===== src/cpuPkg.sv =====
package cpuPkg;

   // Word and register file geometry
   localparam int xlen     = 32;
   localparam int regAddrW = 3;
   localparam int numRegs  = 1 << regAddrW;

   // Major opcodes of the supported RV32I subset
   typedef enum logic [6:0] {
      OP     = 7'b0110011,
      OPIMM  = 7'b0010011,
      LOAD   = 7'b0000011,
      STORE  = 7'b0100011,
      BRANCH = 7'b1100011,
      JAL    = 7'b1101111
   } opcodeT;

   typedef enum logic [2:0] {
      ADD = 3'd0,
      SUB = 3'd1,
      AND = 3'd2,
      OR  = 3'd3,
      XOR = 3'd4,
      SLT = 3'd5
   } aluOpT;

   // funct3 values for OP and OPIMM
   localparam logic [2:0] f3AddSub = 3'b000;
   localparam logic [2:0] f3Slt    = 3'b010;
   localparam logic [2:0] f3Xor    = 3'b100;
   localparam logic [2:0] f3Or     = 3'b110;
   localparam logic [2:0] f3And    = 3'b111;

   // funct3 values for BRANCH
   localparam logic [2:0] f3Beq = 3'b000;
   localparam logic [2:0] f3Bne = 3'b001;

   // funct3 for word loads and stores
   localparam logic [2:0] f3Word = 3'b010;

   // funct7 selecting SUB over ADD
   localparam logic [6:0] f7Sub = 7'b0100000;

   // PC step per instruction
   localparam logic [xlen-1:0] instrBytes = 4;

endpackage


===== src/stageIf.sv =====
`timescale 1ns/100ps

// Fetch register to decode-execute, plus the redirect path back
interface fetchDecodeIf import cpuPkg::*; ();
   logic            valid;
   logic [xlen-1:0] pc;
   logic [xlen-1:0] instr;
   logic            redirect;
   logic [xlen-1:0] redirectPc;
   logic            advance;

   modport fetch (output valid, pc, instr,
                  input  redirect, redirectPc, advance);
   modport decode (input  valid, pc, instr, advance,
                   output redirect, redirectPc);
endinterface

// Execute register to memory-writeback, plus advance and forwarding back
interface execMemIf import cpuPkg::*; ();
   logic                valid;
   logic [xlen-1:0]     pc;
   logic                regWrite;
   logic [regAddrW-1:0] rd;
   logic [xlen-1:0]     result;
   logic                memRead;
   logic                memWrite;
   logic [xlen-1:0]     storeData;
   logic                advance;
   logic                fwdWrite;
   logic [regAddrW-1:0] fwdRd;
   logic [xlen-1:0]     fwdData;

   modport execute (output valid, pc, regWrite, rd, result, memRead, memWrite, storeData,
                    input  advance, fwdWrite, fwdRd, fwdData);
   modport memory (input  valid, pc, regWrite, rd, result, memRead, memWrite, storeData,
                   output advance, fwdWrite, fwdRd, fwdData);
endinterface


===== src/decodeExecute.sv =====
`timescale 1ns/100ps

module decodeExecute import cpuPkg::*; (
   input  logic          clk,
   input  logic          rstN,
   fetchDecodeIf.decode  fd,
   execMemIf.execute     em
);

   opcodeT              opcode;
   aluOpT               aluOp;
   logic [2:0]          funct3;
   logic [6:0]          funct7;
   logic [regAddrW-1:0] rs1;
   logic [regAddrW-1:0] rs2;
   logic [regAddrW-1:0] rd;
   logic [xlen-1:0]     immI;
   logic [xlen-1:0]     immS;
   logic [xlen-1:0]     immB;
   logic [xlen-1:0]     immJ;
   logic [xlen-1:0]     rdata1;
   logic [xlen-1:0]     rdata2;
   logic [xlen-1:0]     opA;
   logic [xlen-1:0]     opB;
   logic [xlen-1:0]     aluB;
   logic [xlen-1:0]     aluOut;
   logic [xlen-1:0]     result;
   logic                isRegWrite;
   logic                taken;

   // Field extraction, register indices use the low bits only
   assign opcode = opcodeT'(fd.instr[6:0]);
   assign funct3 = fd.instr[14:12];
   assign funct7 = fd.instr[31:25];
   assign rs1    = fd.instr[15 +: regAddrW];
   assign rs2    = fd.instr[20 +: regAddrW];
   assign rd     = fd.instr[7 +: regAddrW];

   assign immI = {{20{fd.instr[31]}}, fd.instr[31:20]};
   assign immS = {{20{fd.instr[31]}}, fd.instr[31:25], fd.instr[11:7]};
   assign immB = {{19{fd.instr[31]}}, fd.instr[31], fd.instr[7], fd.instr[30:25],
                  fd.instr[11:8], 1'b0};
   assign immJ = {{11{fd.instr[31]}}, fd.instr[31], fd.instr[19:12], fd.instr[20],
                  fd.instr[30:21], 1'b0};

   // Writes come back through the forwarding pair at retirement
   regFile regFile_i (
      .clk    (clk),
      .rstN   (rstN),
      .rs1    (rs1),
      .rs2    (rs2),
      .rdata1 (rdata1),
      .rdata2 (rdata2),
      .we     (em.fwdWrite),
      .wrAddr (em.fwdRd),
      .wrData (em.fwdData)
   );

   // Bypass from the instruction retiring this cycle
   assign opA = (em.fwdWrite && em.fwdRd == rs1) ? em.fwdData : rdata1;
   assign opB = (em.fwdWrite && em.fwdRd == rs2) ? em.fwdData : rdata2;

   always_comb begin
      aluOp = ADD;
      if (opcode == OP || opcode == OPIMM) begin
         case (funct3)
            f3AddSub: aluOp = (opcode == OP && funct7 == f7Sub) ? SUB : ADD;
            f3Slt:    aluOp = SLT;
            f3Xor:    aluOp = XOR;
            f3Or:     aluOp = OR;
            f3And:    aluOp = AND;
            default:  aluOp = ADD;
         endcase
      end
   end

   always_comb begin
      case (opcode)
         OP, BRANCH: aluB = opB;
         STORE:      aluB = immS;
         default:    aluB = immI;
      endcase
   end

   always_comb begin
      case (aluOp)
         SUB:     aluOut = opA - aluB;
         AND:     aluOut = opA & aluB;
         OR:      aluOut = opA | aluB;
         XOR:     aluOut = opA ^ aluB;
         SLT:     aluOut = {{(xlen-1){1'b0}}, $signed(opA) < $signed(aluB)};
         default: aluOut = opA + aluB;
      endcase
   end

   // JAL puts its link value in the result slot
   assign result = (opcode == JAL) ? fd.pc + instrBytes : aluOut;

   assign isRegWrite = (opcode == OP) || (opcode == OPIMM) || (opcode == LOAD) ||
                       (opcode == JAL);

   always_comb begin
      taken = 1'b0;
      if (opcode == BRANCH) begin
         if (funct3 == f3Beq) begin
            taken = (opA == opB);
         end else if (funct3 == f3Bne) begin
            taken = (opA != opB);
         end
      end
   end

   assign fd.redirect   = fd.valid && (taken || opcode == JAL);
   assign fd.redirectPc = fd.pc + ((opcode == JAL) ? immJ : immB);

   always_ff @(posedge clk) begin
      if (!rstN) begin
         em.valid    <= 1'b0;
         em.regWrite <= 1'b0;
         em.memRead  <= 1'b0;
         em.memWrite <= 1'b0;
      end else if (em.advance) begin
         em.valid    <= fd.valid;
         em.regWrite <= fd.valid && isRegWrite;
         em.memRead  <= fd.valid && (opcode == LOAD);
         em.memWrite <= fd.valid && (opcode == STORE);
      end
   end

   always_ff @(posedge clk) begin
      if (em.advance) begin
         em.pc        <= fd.pc;
         em.rd        <= rd;
         em.result    <= result;
         em.storeData <= opB;
      end
   end

endmodule


===== src/regFile.sv =====
`timescale 1ns/100ps

module regFile import cpuPkg::*; (
   input  logic                clk,
   input  logic                rstN,
   input  logic [regAddrW-1:0] rs1,
   input  logic [regAddrW-1:0] rs2,
   output logic [xlen-1:0]     rdata1,
   output logic [xlen-1:0]     rdata2,
   input  logic                we,
   input  logic [regAddrW-1:0] wrAddr,
   input  logic [xlen-1:0]     wrData
);

   logic [xlen-1:0] regs [numRegs];

   always_ff @(posedge clk) begin
      if (!rstN) begin
         for (int i = 0; i < numRegs; i++) begin
            regs[i] <= '0;
         end
      end else if (we && wrAddr != '0) begin
         regs[wrAddr] <= wrData;
      end
   end

   // x0 is never written, so it stays zero
   assign rdata1 = regs[rs1];
   assign rdata2 = regs[rs2];

endmodule


===== src/flat_wrapper.sv =====
// flat-port wrapper written by rule: the top's interface ports become plain ports
module decodeExecute_flat import cpuPkg::*;
  (clk, rstN, fd_valid, fd_pc, fd_instr, fd_advance, fd_redirect, fd_redirectPc, em_valid, em_pc, em_regWrite, em_rd, em_result, em_memRead, em_memWrite, em_storeData, em_advance, em_fwdWrite, em_fwdRd, em_fwdData);
  fetchDecodeIf fd_i ();
  execMemIf em_i ();
  input  logic clk;
  input  logic rstN;
  input wire logic [$bits(fd_i.valid)-1:0] fd_valid;
  input wire logic [$bits(fd_i.pc)-1:0] fd_pc;
  input wire logic [$bits(fd_i.instr)-1:0] fd_instr;
  input wire logic [$bits(fd_i.advance)-1:0] fd_advance;
  output wire logic [$bits(fd_i.redirect)-1:0] fd_redirect;
  output wire logic [$bits(fd_i.redirectPc)-1:0] fd_redirectPc;
  output wire logic [$bits(em_i.valid)-1:0] em_valid;
  output wire logic [$bits(em_i.pc)-1:0] em_pc;
  output wire logic [$bits(em_i.regWrite)-1:0] em_regWrite;
  output wire logic [$bits(em_i.rd)-1:0] em_rd;
  output wire logic [$bits(em_i.result)-1:0] em_result;
  output wire logic [$bits(em_i.memRead)-1:0] em_memRead;
  output wire logic [$bits(em_i.memWrite)-1:0] em_memWrite;
  output wire logic [$bits(em_i.storeData)-1:0] em_storeData;
  input wire logic [$bits(em_i.advance)-1:0] em_advance;
  input wire logic [$bits(em_i.fwdWrite)-1:0] em_fwdWrite;
  input wire logic [$bits(em_i.fwdRd)-1:0] em_fwdRd;
  input wire logic [$bits(em_i.fwdData)-1:0] em_fwdData;
  assign fd_i.valid = fd_valid;
  assign fd_i.pc = fd_pc;
  assign fd_i.instr = fd_instr;
  assign fd_i.advance = fd_advance;
  assign fd_redirect = fd_i.redirect;
  assign fd_redirectPc = fd_i.redirectPc;
  assign em_valid = em_i.valid;
  assign em_pc = em_i.pc;
  assign em_regWrite = em_i.regWrite;
  assign em_rd = em_i.rd;
  assign em_result = em_i.result;
  assign em_memRead = em_i.memRead;
  assign em_memWrite = em_i.memWrite;
  assign em_storeData = em_i.storeData;
  assign em_i.advance = em_advance;
  assign em_i.fwdWrite = em_fwdWrite;
  assign em_i.fwdRd = em_fwdRd;
  assign em_i.fwdData = em_fwdData;
  decodeExecute u_core (.clk(clk), .rstN(rstN), .fd(fd_i), .em(em_i));
endmodule

===== config.mk =====
export PLATFORM = sky130hd
export DESIGN_NAME = decodeExecute_flat
export DESIGN_NICKNAME = d
export VERILOG_FILES = /design/src/cpuPkg.sv /design/src/stageIf.sv /design/src/decodeExecute.sv /design/src/regFile.sv /design/src/flat_wrapper.sv
export SDC_FILE = /design/constraint.sdc
export NUM_CORES = 1
export LEC_CHECK = 0
export ABC_AREA = 1
export BUFFER_PORTS_ARGS = -buffer_cell sky130_fd_sc_hd__buf_2
export CAP_MARGIN = 20
export CORE_MARGIN = 2
export CORE_UTILIZATION = 25
export DETAILED_ROUTE_END_ITERATION = 10
export MAX_ROUTING_LAYER = met4
export PLACE_DENSITY = 0.47
export SLEW_MARGIN = 20
export SYNTH_ARGS = -nofsm -noshare
export SYNTH_HDL_FRONTEND = slang
export SYNTH_SLANG_ARGS = --single-unit

===== constraint.sdc =====
create_clock -name clk -period 5 [get_ports clk]
set_clock_uncertainty 0.05 [all_clocks]
set_input_delay 0.25 -clock clk [delete_from_list [all_inputs] [get_ports clk]]
set_output_delay 0.25 -clock clk [all_outputs]
set_load 0.02 [all_outputs]

Word level (Yosys, flattened, before mapping):

Memories as Yosys holds them, arrays and structs flattened.
Cells that the tools add are included.

* add/subtract/negate cells: 4
* multiply operators: 0
* divide/modulo/power cells: 0
* order comparisons: 1
* equality and inequality tests: 21
* shift-type cells: 0
* multiplexer cells: 19
* bitwise logic cells: 3
* reduce and logical (&&, ||, !) cells: 16

Operators with widths (number)
* case mux 32 bit (5 select lines): 1
* 2-to-1 mux 32 bit: 4
* adder 32 bit: 2
* case mux 32 bit (2 select lines): 1
* adder 32 x 3 -> 32 bit, second input constant: 1
* AND 32 bit: 1
* == test 32 bit: 1
* less-than comparator 32 bit: 1
* inequality test 32 bit: 1
* bitwise OR 32 bit: 1
* OR reduction 32 bit: 1
* subtractor 32 bit: 1
* XOR 32 bit: 1
* == test 7 x 6 -> 1 bit, second input constant: 3
* 2-to-1 mux 20 bit: 1
* == test 3 bit, second input constant: 5
* case mux 3 bit (5 select lines): 1
* == test 7 bit, second input constant: 2
* == test 3 x 2 -> 1 bit, second input constant: 3
* 2-to-1 mux 1 bit: 9
* logical AND 1 bit: 8
* == test 7 x 2 -> 1 bit, second input constant: 1
* == test 7 x 5 -> 1 bit, second input constant: 1
* == test 3 x 1 -> 1 bit, second input constant: 2
* 6 further kinds: 11

* register bits: 103
* bits in latches: 0
* bits in writable memories: 256
* memory bits (read-only): 0
* bits of input ports: 105
* output and inout port bits: 136
* word-level logic and storage cells: 73
* memories: 1

Memory list
* u_core.regFile_i.regs: words 8, bits a word 32, read ports 2, clocked after memory_dff 0, wr ports 8, RTL line regFile.sv:15 `logic [xlen-1:0] regs [numRegs];`

Logic depth before layout (Yosys ltp):

* depth in word-level cells: 9
* depth in mapped cells: 30
* mapped depth without buffers: 28

By module:

From an unflattened synthesis, not the netlist that was laid out.

* cell total of the unflattened synthesis: 4252
* area, all modules: 28713.8 µm²

By module, submodules not included
* regFile: times used 1, cells an instance 2006, area an instance 14746.6 µm², seq. area each 7687.4 µm²
* decodeExecute: times used 1, cells an instance 2246, area an instance 13967.1 µm², seq. area each 3052.9 µm²

Worst setup path before layout:

OpenSTA, ideal clock, no wires.

* path kind: input to output
* start point: input fd_instr[5]
* end point: output fd_redirectPc[23]
* data arrival time: 3543 ps
* data required time: 4700 ps
* setup slack: 1157 ps
* stages: 21
* buffers on the path: 1
* path through: inv_1 nor2_1 nand2_1 nor4_2 clkinv_1 clkbuf_1 nand2_1 o21ai_0 ha_1 fa_1 nand3_1 nand2_1 nand3_1 nand2_1 nand3_1 nand2_1 a21oi_1 o21ai_0 a21boi_0 o21ai_0 xor2_1

* word-level cells in the longest chain between the ends: 3

Ends and longest elaborated chain
* start: declaration: RTL line flat_wrapper.sv:10 `input wire logic [$bits(fd_i.instr)-1:0] fd_instr;`
* == test 7 bit: RTL line decodeExecute.sv:114 `assign fd.redirectPc = fd.pc + ((opcode == JAL) ? immJ : immB);`
* 2-to-1 mux 20 bit: RTL line decodeExecute.sv:114
* adder 32 bit: RTL line decodeExecute.sv:114
* end: declaration: RTL line flat_wrapper.sv:13 `output wire logic [$bits(fd_i.redirectPc)-1:0] fd_redirectPc;`

No other way between the ends.

Worst setup path in the final report:

* start point: input fd_instr[6]
* end point: output fd_redirectPc[23]

The elaborated chain is that of the path after synthesis.

==> flow_summary.toml <==
[placed_design]
dp_slack_ns = 0.390
gp_congestion = 0.956
placed_cells = 5287
io_buffer_count = 239
hpwlAfterDp_um = 81500
placed_area_um2 = 29900

[clock_tree]
clk_latency_ns = 0.63
tritoncts = "yes"
cts.sink_count = 359
cts-root-buf = "clkbuf_16"
htreeDepth = 2
numCtsBuffers = 45
cts_buffer_depth = 3
path_clk_slew_ns = 0.06

[worst_hold_path]
min_path_type = "input port to flip-flop"

[die]
core-area_um2 = 107000
die_x_um = 332
die_y_um = 332
ios = 241
initial_core_util_pct = 25.1
die-area_um2 = 110000
num_rows = 120

[yosys]
seq_area_frac_synth_pct = 40.0
synth_area_leader_cell = "edfxtp_1"
synth-main-ff-cell = "edfxtp_1"
synth_top_cell_area_share_pct = 39.7
syn_inst = 3685
syn_area_um2 = 26800
ys_warn_count = 0
synth_most_common_cell = "nand2_1"
ys_top_cells_by_count = "nand2_1, nor2_1, nand3_1"
synth.avg_cell_area_um2 = 7.28
async_reset_ff_share_pct = 0
netlist_top_cells_area = "edfxtp_1, nand2_1, nand3_1, nor2_1, ha_1"
synth-seq-cells = 359
synth_edf_count = 355
synth_cell_types = 55

[global_route]
grt_pass1_vias = 25600
antenna_found_initial = 7
track_usage_pct = 21.0
grt_start_max_net_pins = 68
grt_overflow = 0
grt_pass1_wl_um = 169000

[critical_path]
crit_type = "input port to output pin"
crit_path_end_kind = "output pin"
arrival_ns = 4.29
crit_fanout = 14
crit_required_ns = 4.70
critPathLaunchType = "input port"

[finish]
regArea_um2 = 10700
nNetsFinal = 4205
fin_area_um2 = 32000
syn2layout_area_growth_pct = 19.1
fin_cells = 5411
final_util_pct = 29.9
nFillCells = 11500
multi_input_area_um2 = 13700
layout-drive-gt1-share_pct = 13.2

[timing]
hold_violations = 0
clock.fmax_mhz = 218
whs_ns = 0.0443
tns_ns = 0
finalMaxSlewViolations = 0
max_slew_margin_pct = 37.7
setup_viol = 0
worst_pin_slew_ns = 0.931
setup_slack_ns = 0.415
period_share_pct = 91.7
post-route-min-period_ns = 4.59
rsz0062_at_grt = "no"

[run_status]
status = "completed"

[flow_run]
cap_viol_max_count = 0

[drt]
vias_per_cell = 4.91
antenna_left = 0
dr.pass1.iters = 6
drt-total-wl_um = 116000
dr.first_iter.drc_count = 2585
drc = 0
wire_per_inst_um = 21.4
dr_total_vias = 26600

[power]
peakVddDrop_v = 0.000248
p_per_area_nw_per_um2 = 327
leakagePower_nw = 14.6
power_mw = 10.5
layout by cell type (no fill, tap or decap), types with 24 or more instances in the layout:
cell type / synthesis / routed
a21oi_1: 137 / 137
buf_2: 63 / 236
buf_4: 23 / 110
clkbuf_16: 0 / 45
conb_1: 1 / 32
dlygate4sd3_1: 0 / 39
edfxtp_1: 355 / 355
ha_1: 127 / 127
inv_1: 381 / 380
nand2_1: 1026 / 1018
nand2_2: 42 / 50
nand3_1: 449 / 449
nor2_1: 505 / 505
nor3_1: 24 / 24
o211ai_1: 24 / 24
o21ai_0: 140 / 139
xor2_1: 56 / 56
area by class of cell:
class	instances	area share, %
multi-input combinational	2766	43.0
sequential	359	33.6
timing repair buffer	394	8.04
tap	1403	5.49
inverter	404	4.80
clock buffer	53	3.62
clock inverter	28	1.43
antenna	4	0.0313
state kept, by name (all words and copies together) (netlist names):
register,flops
u_core.em.rd,3
u_core.em.storeData,32
u_core.em.result,32
u_core.em.memWrite,1
u_core.em.valid,1
u_core.em.regWrite,1
u_core.em.pc,32
u_core.regFile_i.regs,256
u_core.em.memRead,1
cells by family (layout without fill, tap and decap cells):
group	Yosys count	after routing	share of synthesized area, %
flip-flops	359	359	40.0
AO/OA/AOI/OAI	429	429	9.28
buffers and inverters	591	879	9.36
XOR/XNOR	66	66	2.15
AND/OR/NAND/NOR	2109	2109	33.0
adder cells (fa/ha/maj)	130	130	6.14
other	1	36	0.0140
final timing paths:
kind / cells past startpoint / slack [ns] / endpoint / from
setup / recovery: 22 / 0.41 / fd_redirectPc[23] / fd_instr[6]
hold / removal: 3 / 0.04 / u_core.regFile_i.regs[2][21]$_SDFFCE_PN0P_ / em_fwdData[21]
setup reg to reg: 25 / 0.96 / u_core.em.result[26]$_DFFE_PP_ / u_core.regFile_i.regs[6][0]$_SDFFCE_PN0P_
hold reg to reg: 2 / 0.42 / u_core.em.memRead$_SDFFE_PN0P_ / u_core.em.memRead$_SDFFE_PN0P_
worst max-delay path: stages:
cell           delay (ns)
dlygate4sd3_1        0.55
buf_2                0.14
nand2_1              0.11
nor4_4               0.19
inv_2                0.17
nand2_1              0.09
o21ai_1              0.13
ha_1                 0.25
fa_1                 0.43
nand3_1              0.09
nand2_1              0.08
nand3_1              0.08
nand2_1              0.08
nand3_1              0.08
nand2_1              0.12
a21oi_1              0.26
o21ai_0              0.12
buf_4                0.17
a21boi_0             0.32
o21ai_0              0.19
xor2_1               0.19
buf_2                0.20
where the power goes:
group	internal [mW]	switching [mW]
clock network	2.19	1.44
registers	3.61	0.107
logic	0.939	2.18
total	6.73	3.72
layer usage:
layer  global-route usage (%)  vias up  part of all wire [%]
li1                         -    12600                     -
met1                     28.2    12500                    45
met2                     32.9     1209                    45
met3                     2.84      196                   7.4
met4                     6.54        0                   3.2
met5                        -        -                     0
repair_timing:
action | CTS | global route
hold endpoints to repair | 46 | 0
hold buffers | 39 | 0
resized for setup | 0 | 2
buffers inserted | 0 | 0
setup endpoints to repair | 0 | 2
No activity file was read; power rests on OpenSTA's default activity.
